==> config.mk <==
export PLATFORM = sky130hd
export DESIGN_NAME = predecodeTop
export DESIGN_NICKNAME = d
export VERILOG_FILES = /design/src/logic/sixFiveTypes.sv /design/src/logic/laneResultIf.sv /design/src/logic/fetchWindow.sv /design/src/logic/opcodeDecoder.sv /design/src/logic/predecodeLane.sv /design/src/logic/boundaryPicker.sv /design/src/logic/predecodeTop.sv
export SDC_FILE = /design/constraint.sdc
export NUM_CORES = 1
export LEC_CHECK = 0
export ABC_AREA = 1
export BUFFER_PORTS_ARGS = -buffer_cell sky130_fd_sc_hd__buf_2
export CORE_ASPECT_RATIO = 2
export CORE_UTILIZATION = 45
export DETAILED_ROUTE_END_ITERATION = 10
export GPL_TIMING_DRIVEN = 0
export PLACE_DENSITY_LB_ADDON = 0.15
export SKIP_LAST_GASP = 1
export SLEW_MARGIN = 20
export SYNTH_ARGS = -nofsm -noshare
export SYNTH_HDL_FRONTEND = slang
export SYNTH_SLANG_ARGS = --single-unit
==> constraint.sdc <==
create_clock -name clk -period 2 [get_ports clk]
set_clock_uncertainty 0.1 [all_clocks]
set_input_delay 0.2 -clock clk [delete_from_list [all_inputs] [get_ports clk]]
set_output_delay 0.2 -clock clk [all_outputs]
set_load 0.005 [all_outputs]
==> src/logic/sixFiveTypes.sv <==
package sixFiveTypes;

    localparam int laneCount = 4; // bytes per fetch word, one lane each

    // zero is the table default for unfilled encodings
    typedef enum logic [5:0] {
        cmdNone = 6'd0,
        cmdBrk, cmdJsr, cmdRti, cmdRts, cmdLdy, cmdCpy, cmdCpx, cmdBit,
        cmdSty, cmdPhp, cmdPlp, cmdPha, cmdPla, cmdDey, cmdTay, cmdIny,
        cmdInx, cmdJmp,
        cmdBpl, cmdBmi, cmdBvc, cmdBvs, cmdBcc, cmdBcs, cmdBne, cmdBeq,
        cmdClc, cmdSec, cmdCli, cmdSei, cmdTya, cmdClv, cmdCld, cmdSed,
        cmdOra, cmdAnd, cmdEor, cmdAdc, cmdSta, cmdLda, cmdCmp, cmdSbc,
        cmdLdx, cmdAsl, cmdRol, cmdLsr, cmdRor, cmdStx, cmdDec, cmdInc,
        cmdAslA, cmdRolA, cmdLsrA, cmdRorA, cmdTxa, cmdTax, cmdDex, cmdNop,
        cmdTxs, cmdTsx
    } cmdT;

    typedef enum logic [3:0] {
        modeImpl = 4'd0,
        modeAcc,
        modeImm,
        modeZpg,
        modeZpgX,
        modeZpgY,
        modeAbs,
        modeAbsX,
        modeAbsY,
        modeInd,
        modeXind,
        modeIndY,
        modeRel
    } modeT;

    // raw byte from fetch, aaabbbcc fields for the decoder
    typedef union packed {
        logic [7:0] raw;
        struct packed {
            logic [2:0] a;
            logic [2:0] b;
            logic [1:0] c;
        } fields;
    } opcodeT;

    typedef logic [1:0] lenT; // 1 to 3 bytes

    function automatic lenT instLength(input modeT mode);
        case (mode)
            modeImpl, modeAcc: return 2'd1;
            modeAbs, modeAbsX, modeAbsY, modeInd: return 2'd3;
            default: return 2'd2; // imm, zero page, indexed indirect, rel
        endcase
    endfunction

endpackage

==> src/logic/laneResultIf.sv <==
`timescale 1ns/10ps

// one lane's decode result on its way to the boundary picker
interface laneResultIf;
    import sixFiveTypes::*;

    logic valid; // one-cycle strobe per word
    cmdT  cmd;
    modeT mode;
    lenT  len;

    modport lane (
        output valid, cmd, mode, len
    );

    modport picker (
        input valid, cmd, mode, len
    );

endinterface

==> src/logic/fetchWindow.sv <==
`timescale 1ns/10ps

module fetchWindow (
    input  logic                                 clk,
    input  logic                                 rstN,
    input  logic                                 fetchValid,
    input  logic [8*sixFiveTypes::laneCount-1:0] fetchData,
    output logic                                 byteValid,
    output sixFiveTypes::opcodeT                 laneByte [sixFiveTypes::laneCount]
);
    import sixFiveTypes::*;

    logic [8*laneCount-1:0] wordReg;

    always_ff @(posedge clk) begin
        if (!rstN) begin
            byteValid <= 1'b0;
        end else begin
            byteValid <= fetchValid;
        end
    end

    // word held between fetches so the lanes stay quiet
    always_ff @(posedge clk) begin
        if (fetchValid) begin
            wordReg <= fetchData;
        end
    end

    // byte 0 is the oldest in program order
    for (genvar i = 0; i < laneCount; i++) begin : splitBytes
        assign laneByte[i].raw = wordReg[8*i +: 8];
    end

endmodule

==> src/logic/opcodeDecoder.sv <==
`timescale 1ns/10ps

module opcodeDecoder (
    input  sixFiveTypes::opcodeT opcode,
    output sixFiveTypes::cmdT    cmd,
    output sixFiveTypes::modeT   mode
);
    import sixFiveTypes::*;

    logic [2:0] a;
    logic [2:0] b;
    logic [1:0] c;

    assign a = opcode.fields.a;
    assign b = opcode.fields.b;
    assign c = opcode.fields.c;

    // shift and memory group of the c = 2 column, selected by a
    function automatic cmdT rmwCmd(input logic [2:0] sel);
        case (sel)
            3'b000: return cmdAsl;
            3'b001: return cmdRol;
            3'b010: return cmdLsr;
            3'b011: return cmdRor;
            3'b100: return cmdStx;
            3'b101: return cmdLdx;
            3'b110: return cmdDec;
            default: return cmdInc;
        endcase
    endfunction

    always_comb begin
        cmd  = cmdNone;
        mode = modeImpl;

        case (c)
            2'b00: begin
                case (b)
                    3'b000: begin
                        case (a)
                            3'b000: cmd = cmdBrk;
                            3'b001: begin
                                cmd  = cmdJsr;
                                mode = modeAbs;
                            end
                            3'b010: cmd = cmdRti;
                            3'b011: cmd = cmdRts;
                            3'b101: begin
                                cmd  = cmdLdy;
                                mode = modeImm;
                            end
                            3'b110: begin
                                cmd  = cmdCpy;
                                mode = modeImm;
                            end
                            default: begin
                                cmd  = cmdCpx;
                                mode = modeImm;
                            end
                        endcase
                    end
                    3'b001: begin
                        mode = modeZpg;
                        casez (a)
                            3'b00?: cmd = cmdBit;
                            3'b100: cmd = cmdSty;
                            3'b101: cmd = cmdLdy;
                            3'b110: cmd = cmdCpy;
                            default: cmd = cmdCpx;
                        endcase
                    end
                    3'b010: begin
                        case (a) // stack and index register ops
                            3'b000: cmd = cmdPhp;
                            3'b001: cmd = cmdPlp;
                            3'b010: cmd = cmdPha;
                            3'b011: cmd = cmdPla;
                            3'b100: cmd = cmdDey;
                            3'b101: cmd = cmdTay;
                            3'b110: cmd = cmdIny;
                            default: cmd = cmdInx;
                        endcase
                    end
                    3'b011: begin
                        mode = modeAbs;
                        case (a)
                            3'b001: cmd = cmdBit;
                            3'b010: cmd = cmdJmp;
                            3'b011: begin
                                cmd  = cmdJmp;
                                mode = modeInd; // the one indirect jump
                            end
                            3'b100: cmd = cmdSty;
                            3'b101: cmd = cmdLdy;
                            3'b110: cmd = cmdCpy;
                            default: cmd = cmdCpx;
                        endcase
                    end
                    3'b100: begin
                        mode = modeRel;
                        case (a)
                            3'b000: cmd = cmdBpl;
                            3'b001: cmd = cmdBmi;
                            3'b010: cmd = cmdBvc;
                            3'b011: cmd = cmdBvs;
                            3'b100: cmd = cmdBcc;
                            3'b101: cmd = cmdBcs;
                            3'b110: cmd = cmdBne;
                            default: cmd = cmdBeq;
                        endcase
                    end
                    3'b101: begin
                        mode = modeZpgX;
                        cmd  = (a == 3'b100) ? cmdSty : cmdLdy;
                    end
                    3'b110: begin
                        case (a) // flag ops plus tya
                            3'b000: cmd = cmdClc;
                            3'b001: cmd = cmdSec;
                            3'b010: cmd = cmdCli;
                            3'b011: cmd = cmdSei;
                            3'b100: cmd = cmdTya;
                            3'b101: cmd = cmdClv;
                            3'b110: cmd = cmdCld;
                            default: cmd = cmdSed;
                        endcase
                    end
                    default: begin
                        mode = modeAbsX;
                        cmd  = cmdLdy;
                    end
                endcase
            end

            2'b01: begin
                case (b) // ALU group, mode straight from b
                    3'b000: mode = modeXind;
                    3'b001: mode = modeZpg;
                    3'b010: mode = modeImm;
                    3'b011: mode = modeAbs;
                    3'b100: mode = modeIndY;
                    3'b101: mode = modeZpgX;
                    3'b110: mode = modeAbsY;
                    default: mode = modeAbsX;
                endcase
                case (a)
                    3'b000: cmd = cmdOra;
                    3'b001: cmd = cmdAnd;
                    3'b010: cmd = cmdEor;
                    3'b011: cmd = cmdAdc;
                    3'b100: cmd = cmdSta;
                    3'b101: cmd = cmdLda;
                    3'b110: cmd = cmdCmp;
                    default: cmd = cmdSbc;
                endcase
            end

            default: begin // c = 3 lands here too
                case (b)
                    3'b000: begin
                        cmd  = cmdLdx;
                        mode = modeImm;
                    end
                    3'b001: begin
                        cmd  = rmwCmd(a);
                        mode = modeZpg;
                    end
                    3'b010: begin
                        mode = a[2] ? modeImpl : modeAcc; // transfers from a = 4 up
                        case (a) // accumulator shifts and transfers
                            3'b000: cmd = cmdAslA;
                            3'b001: cmd = cmdRolA;
                            3'b010: cmd = cmdLsrA;
                            3'b011: cmd = cmdRorA;
                            3'b100: cmd = cmdTxa;
                            3'b101: cmd = cmdTax;
                            3'b110: cmd = cmdDex;
                            default: cmd = cmdNop;
                        endcase
                    end
                    3'b011: begin
                        cmd  = rmwCmd(a);
                        mode = modeAbs;
                    end
                    3'b101: begin
                        cmd  = rmwCmd(a);
                        // stx and ldx index with y
                        mode = (a == 3'b100 || a == 3'b101) ? modeZpgY : modeZpgX;
                    end
                    3'b110: cmd = (a == 3'b100) ? cmdTxs : cmdTsx;
                    3'b111: begin
                        mode = modeAbsX;
                        cmd  = (a == 3'b100) ? cmdInc : rmwCmd(a);
                    end
                    default: ; // b = 4 left unfilled
                endcase
            end
        endcase
    end

endmodule

==> src/logic/predecodeLane.sv <==
`timescale 1ns/10ps

module predecodeLane (
    input  logic                 clk,
    input  logic                 rstN,
    input  logic                 byteValid,
    input  sixFiveTypes::opcodeT laneByte,
    laneResultIf.lane            result
);
    import sixFiveTypes::*;

    cmdT  decCmd;
    modeT decMode;

    opcodeDecoder decoder (
        .opcode (laneByte),
        .cmd    (decCmd),
        .mode   (decMode)
    );

    always_ff @(posedge clk) begin
        if (!rstN) begin
            result.valid <= 1'b0;
        end else begin
            result.valid <= byteValid;
        end
    end

    always_ff @(posedge clk) begin
        if (byteValid) begin
            result.cmd  <= decCmd;
            result.mode <= decMode;
            result.len  <= instLength(decMode); // 1 to 3 bytes
        end
    end

    // a result handed to the picker always carries a usable length
    lenNonZero: assert property (@(posedge clk) disable iff (!rstN)
        result.valid |-> result.len != 2'd0);

endmodule

==> src/logic/boundaryPicker.sv <==
`timescale 1ns/10ps

module boundaryPicker (
    input  logic                                 clk,
    input  logic                                 rstN,
    laneResultIf.picker                          lanes [sixFiveTypes::laneCount],
    output logic                                 outValid,
    output logic [sixFiveTypes::laneCount-1:0]   startMask,
    output logic [6*sixFiveTypes::laneCount-1:0] cmdOut,
    output logic [4*sixFiveTypes::laneCount-1:0] modeOut,
    output logic [2*sixFiveTypes::laneCount-1:0] lenOut
);
    import sixFiveTypes::*;

    logic [laneCount-1:0] laneValid;
    cmdT                  laneCmd  [laneCount];
    modeT                 laneMode [laneCount];
    lenT                  laneLen  [laneCount];
    logic                 wordValid;
    logic [1:0]           skipCount; // operand bytes owed from the last word
    logic [1:0]           skipNext;
    logic [laneCount-1:0] maskNext;
    logic [2:0]           nextPos;

    for (genvar i = 0; i < laneCount; i++) begin : unpackLanes
        assign laneValid[i] = lanes[i].valid;
        assign laneCmd[i]   = lanes[i].cmd;
        assign laneMode[i]  = lanes[i].mode;
        assign laneLen[i]   = lanes[i].len;
    end

    assign wordValid = &laneValid; // lanes move in lockstep

    // walk from the carried skip, each start points at the next one
    always_comb begin
        nextPos  = {1'b0, skipCount};
        maskNext = '0;
        for (int p = 0; p < laneCount; p++) begin
            if (nextPos == 3'(p)) begin
                maskNext[p] = 1'b1;
                nextPos     = 3'(p) + {1'b0, laneLen[p]};
            end
        end
        skipNext = (nextPos > 3'(laneCount)) ? 2'(nextPos - 3'(laneCount)) : 2'd0;
    end

    always_ff @(posedge clk) begin
        if (!rstN) begin
            outValid  <= 1'b0;
            skipCount <= 2'd0;
        end else begin
            outValid <= wordValid;
            if (wordValid) begin
                skipCount <= skipNext; // gaps keep the carry
            end
        end
    end

    always_ff @(posedge clk) begin
        if (wordValid) begin
            startMask <= maskNext;
            for (int i = 0; i < laneCount; i++) begin
                cmdOut[6*i +: 6]  <= laneCmd[i];
                modeOut[4*i +: 4] <= laneMode[i];
                lenOut[2*i +: 2]  <= laneLen[i];
            end
        end
    end

    // a 3-byte instruction at lane 3 owes at most two bytes
    skipBound: assert property (@(posedge clk) disable iff (!rstN)
        wordValid |=> skipCount <= 2'd2);

    // skip below 4 means some lane in the word is always a start
    startSeen: assert property (@(posedge clk) disable iff (!rstN)
        outValid |-> startMask != '0);

endmodule

==> src/logic/predecodeTop.sv <==
`timescale 1ns/10ps

module predecodeTop (
    input  logic                                 clk,
    input  logic                                 rstN,
    input  logic                                 fetchValid,
    input  logic [8*sixFiveTypes::laneCount-1:0] fetchData,
    output logic                                 outValid,
    output logic [sixFiveTypes::laneCount-1:0]   startMask,
    output logic [6*sixFiveTypes::laneCount-1:0] cmdOut,
    output logic [4*sixFiveTypes::laneCount-1:0] modeOut,
    output logic [2*sixFiveTypes::laneCount-1:0] lenOut
);
    import sixFiveTypes::*;

    logic   byteValid;
    opcodeT laneByte [laneCount];

    laneResultIf laneRes [laneCount] ();

    fetchWindow window (
        .clk        (clk),
        .rstN       (rstN),
        .fetchValid (fetchValid),
        .fetchData  (fetchData),
        .byteValid  (byteValid),
        .laneByte   (laneByte)
    );

    // every byte decoded as if it were an opcode
    for (genvar i = 0; i < laneCount; i++) begin : laneGen
        predecodeLane decodeLane (
            .clk       (clk),
            .rstN      (rstN),
            .byteValid (byteValid),
            .laneByte  (laneByte[i]),
            .result    (laneRes[i])
        );
    end

    boundaryPicker startPicker (
        .clk       (clk),
        .rstN      (rstN),
        .lanes     (laneRes),
        .outValid  (outValid),
        .startMask (startMask),
        .cmdOut    (cmdOut),
        .modeOut   (modeOut),
        .lenOut    (lenOut)
    );

endmodule

==> metrics.md <==
| Metric | Value |
|---|---|
| Clock Pin Slew Worst Setup and Hold Paths | `0.06 ns` |
| Post-synth top cells | `146 x nand2_1, 132 x edfxtp_1, 82 x inv_1, 82 x nor2_1, 52 x o21ai_0` |
| Hold path start | `fetchValid` |
| Core area | `15,300 µm²` |
| Die Y | `179 µm` |
| Max VDD drop | `0.569 mV` |
| Worst slew margin | `44.7%` |
| Initial antenna violation count | `0` |
| Crit path DAT | `2.11 ns` |
| Fill cells | `1,297` |
| Worst setup margin | `-0.0484 ns` |
| Pin count of the biggest net entering global routing | `57` |
| #FFs+latches synth | `137` |
| Vias per cell | `5.71` |
| Ys Warns | `0` |
| Grt ovf | `0` |
| Ys flop type | `edfxtp_1` |
| Die width | `90.5 µm` |
| Crit path required time | `2.06 ns` |
| WL met1 | `6580 µm` |
| Final nets | `967` |
| RSZ-0062 raised after global routing | `true` |
| Shortest period the worst path allows | `2.05 ns` |
| Total I/O pin count | `88` |
| MaxCap Viol Count | `0` |
| FF-to-FF setup slack | `-0.05 ns` |
| Pwr/cell area | `862 nW/µm²` |
| CTS root buf | `clkbuf_16` |
| Slew Viols, Final | `0` |
| Failing checks | `setup timing` |
| Initial DRC Count | `390` |
| Top cells by area, synth | `edfxtp_1 56%, nand2_1 7.8%, inv_1 4.4%` |
| I/O Buffers | `87` |
| WL met3 | `1080 µm` |
| RR Endpoint | `laneGen[1].decodeLane.result.cmd[2]` |
| Setup violators final | `2` |
| Hold_ws | `0.304 ns` |
| Detail Route Antenna Nets | `0` |
| WHS Path Cells | `3` |
| Share of cells above drive strength 1 | `30.2%` |
| Worst skew pair latency | `0.42 ns` |
| Detailed placer's ending HPWL | `14,400 µm` |
| DRC viols | `0` |
| Critical-path maximum fanout | `10` |
| Yosys top cell by area | `edfxtp_1` |
| Post-synth EDFFs | `132` |
| Sequential area share after synthesis | `57.7%` |
| CTS tree | `built` |
| Crit path from | `window.wordReg[13]` |
| Met2 Wirelength | `11,800 µm` |
| Crit Path Class | `flop to flop` |
| Tot GR Track Use | `25.4%` |
| Number of global-route vias before repair | `6,166` |
| Ys async rst share | `0%` |
| Drt pass-1 iters | `5` |
| FMAX | `488 MHz` |
| Number of distinct library cells after synthesis | `49` |
| Final Cycle Share | `102%` |
| Reg-to-Reg Start | `window.wordReg[13]` |
| P_leak | `3.79 nW` |
| Post-synth top area share | `56.3%` |
| First-pass GRT wire length | `31,000 µm` |
| Status | `finished with violations` |
| Least-Margin Pin Slew | `0.829 ns` |
| Mapped Cells | `749` |
| Hold EP | `window.byteValid` |
| Top-count cell post-synth | `nand2_1` |
| Num rows | `64` |
| Routed via count | `6,519` |
| Overall die area | `16,200 µm²` |
| CTS buffer count | `17` |
| HP Class | `input port to flop` |
| Critical Path Source Type | `flop` |
| Routed WL | `20,800 µm` |
| Max Root-Sink Buffers | `2` |
| Wire per inst | `18.3 µm` |
| Area Growth Syn to Fin | `30.6%` |
| Final hold violations | `0` |
| ANT cells | `0` |
| Endpoint type of the worst setup path | `flop` |
| Mapped Area | `7050 µm²` |
| Number of cells on the worst reg-to-reg path | `9` |
| Initial Util | `46.1%` |
| Clk sinks | `137` |
| Avg Cell Area, Syn | `9.41 µm²` |
| Final Core Density | `60.2%` |
| Clock H-tree levels | `4` |
| Top Layer Used | `met4` |
| GPL Wtd Cong | `0.984` |
| Syn Nets | `786` |
==> kinds of logic after synthesis <==
group / after synthesis / share of synthesized area [%]
DFF: 137 / 57.7
adders and majority gates: 2 / 0.355
AOI/OAI and AO/OA: 180 / 16.2
xor gates and xnor gates: 2 / 0.249
and+or+nand+nor: 300 / 18.3
buffers and inverters: 128 / 7.28
==> metrics by stage <==
step	power, mW	std cells	instance area (µm²)	worst slack [ns]	TNS (ns)
after floorplan	4.34	749	7050	0.156	0
after global placement	4.71	1034	7730	-0.374	-18.37
after detailed placement	4.71	1034	7740	-0.0890	-0.311
after CTS	7.76	1104	8680	-0.0545	-0.132
after global routing	8.24	1141	9200	-0.0843	-0.346
final	7.93	1141	9200	-0.0484	-0.0606
==> layout make-up <==
class	count	area (µm²)	share of cell area, %
repair buffers	163	1090	11.9
clock inverters	13	130	1.41
multi-input cells	484	2670	29.0
well taps	198	248	2.69
flip-flops and latches	137	4070	44.2
plain buffers	17	113	1.22
inverters	110	444	4.83
clock buffers	19	433	4.70
==> layout by cell type (no fill, tap or decap), drive strengths merged, types with 6 or more instances in the layout <==
| cell type | instances |
|---|---|
| nand2 | 154 |
| buf | 142 |
| edfxtp | 132 |
| inv | 108 |
| nor2 | 91 |
| o21ai | 61 |
| a21oi | 38 |
| nand3 | 38 |
| dlygate4sd3 | 33 |
| clkbuf | 24 |
| o211ai | 22 |
| clkinv | 10 |
| nor3 | 9 |
| a31oi | 9 |
| o22ai | 7 |
| o2111ai | 6 |
==> routing by layer <==
metal | vias to the layer above | global-route usage, %
li1 | 3016 | -
met1 | 3037 | 21.9
met2 | 357 | 51.0
met3 | 109 | 4.75
met4 | 0 | 17.3
met5 | - | 0
==> report_power, final <==
group          switching [mW]  leakage [nW]  internal [mW]
Clock                    1.16         0.274           1.82
Combinational           0.895          2.26          0.530
Sequential              0.123          1.26           3.40
==> registers in the layout (all words and copies together) (netlist names) <==
| register | count |
|---|---|
| window.wordReg | 32 |
| laneGen.decodeLane.result.cmd | 24 |
| startPicker.cmdOut | 24 |
| laneGen.decodeLane.result.mode | 16 |
| startPicker.modeOut | 16 |
| laneGen.decodeLane.result.len | 8 |
| startPicker.lenOut | 8 |
| startPicker.startMask | 4 |
| startPicker.skipCount | 2 |
| laneGen.decodeLane.result.valid | 1 |
| startPicker.outValid | 1 |
| window.byteValid | 1 |
==> timing repair <==
action,4_1_cts,5_1_grt
hold endpoints to repair,37,0
gates resized for setup,2,90
pin swaps,1,14
setup buffers,6,37
endpoints found under the setup margin,6,27
hold buffers,33,0
==> how the worst max path moves through the flow <==
| stage | endpoint | slack (ns) | cells past startpoint |
|---|---|---|---|
| after floorplan | laneGen[0].decodeLane.result.cmd[0] | 0.16 | 0 |
| after global placement | laneGen[1].decodeLane.result.cmd[4] | -0.37 | 0 |
| after detailed placement | laneGen[1].decodeLane.result.cmd[4] | -0.09 | 6 |
| after CTS | laneGen[1].decodeLane.result.cmd[2] | -0.05 | 9 |
| after global routing | laneGen[1].decodeLane.result.cmd[2] | -0.08 | 9 |
| final | laneGen[1].decodeLane.result.cmd[2] | -0.05 | 9 |
==> critical path, stage by stage (launching register included) <==
cell	delay, ns
edfxtp_1	0.37
buf_4	0.20
nor2_2	0.19
inv_1	0.10
nor2_2	0.16
o21ai_0	0.13
a21oi_1	0.13
o2111ai_1	0.18
nand2_1	0.12
o211ai_1	0.09
Power figures use the tool's default switching activity.
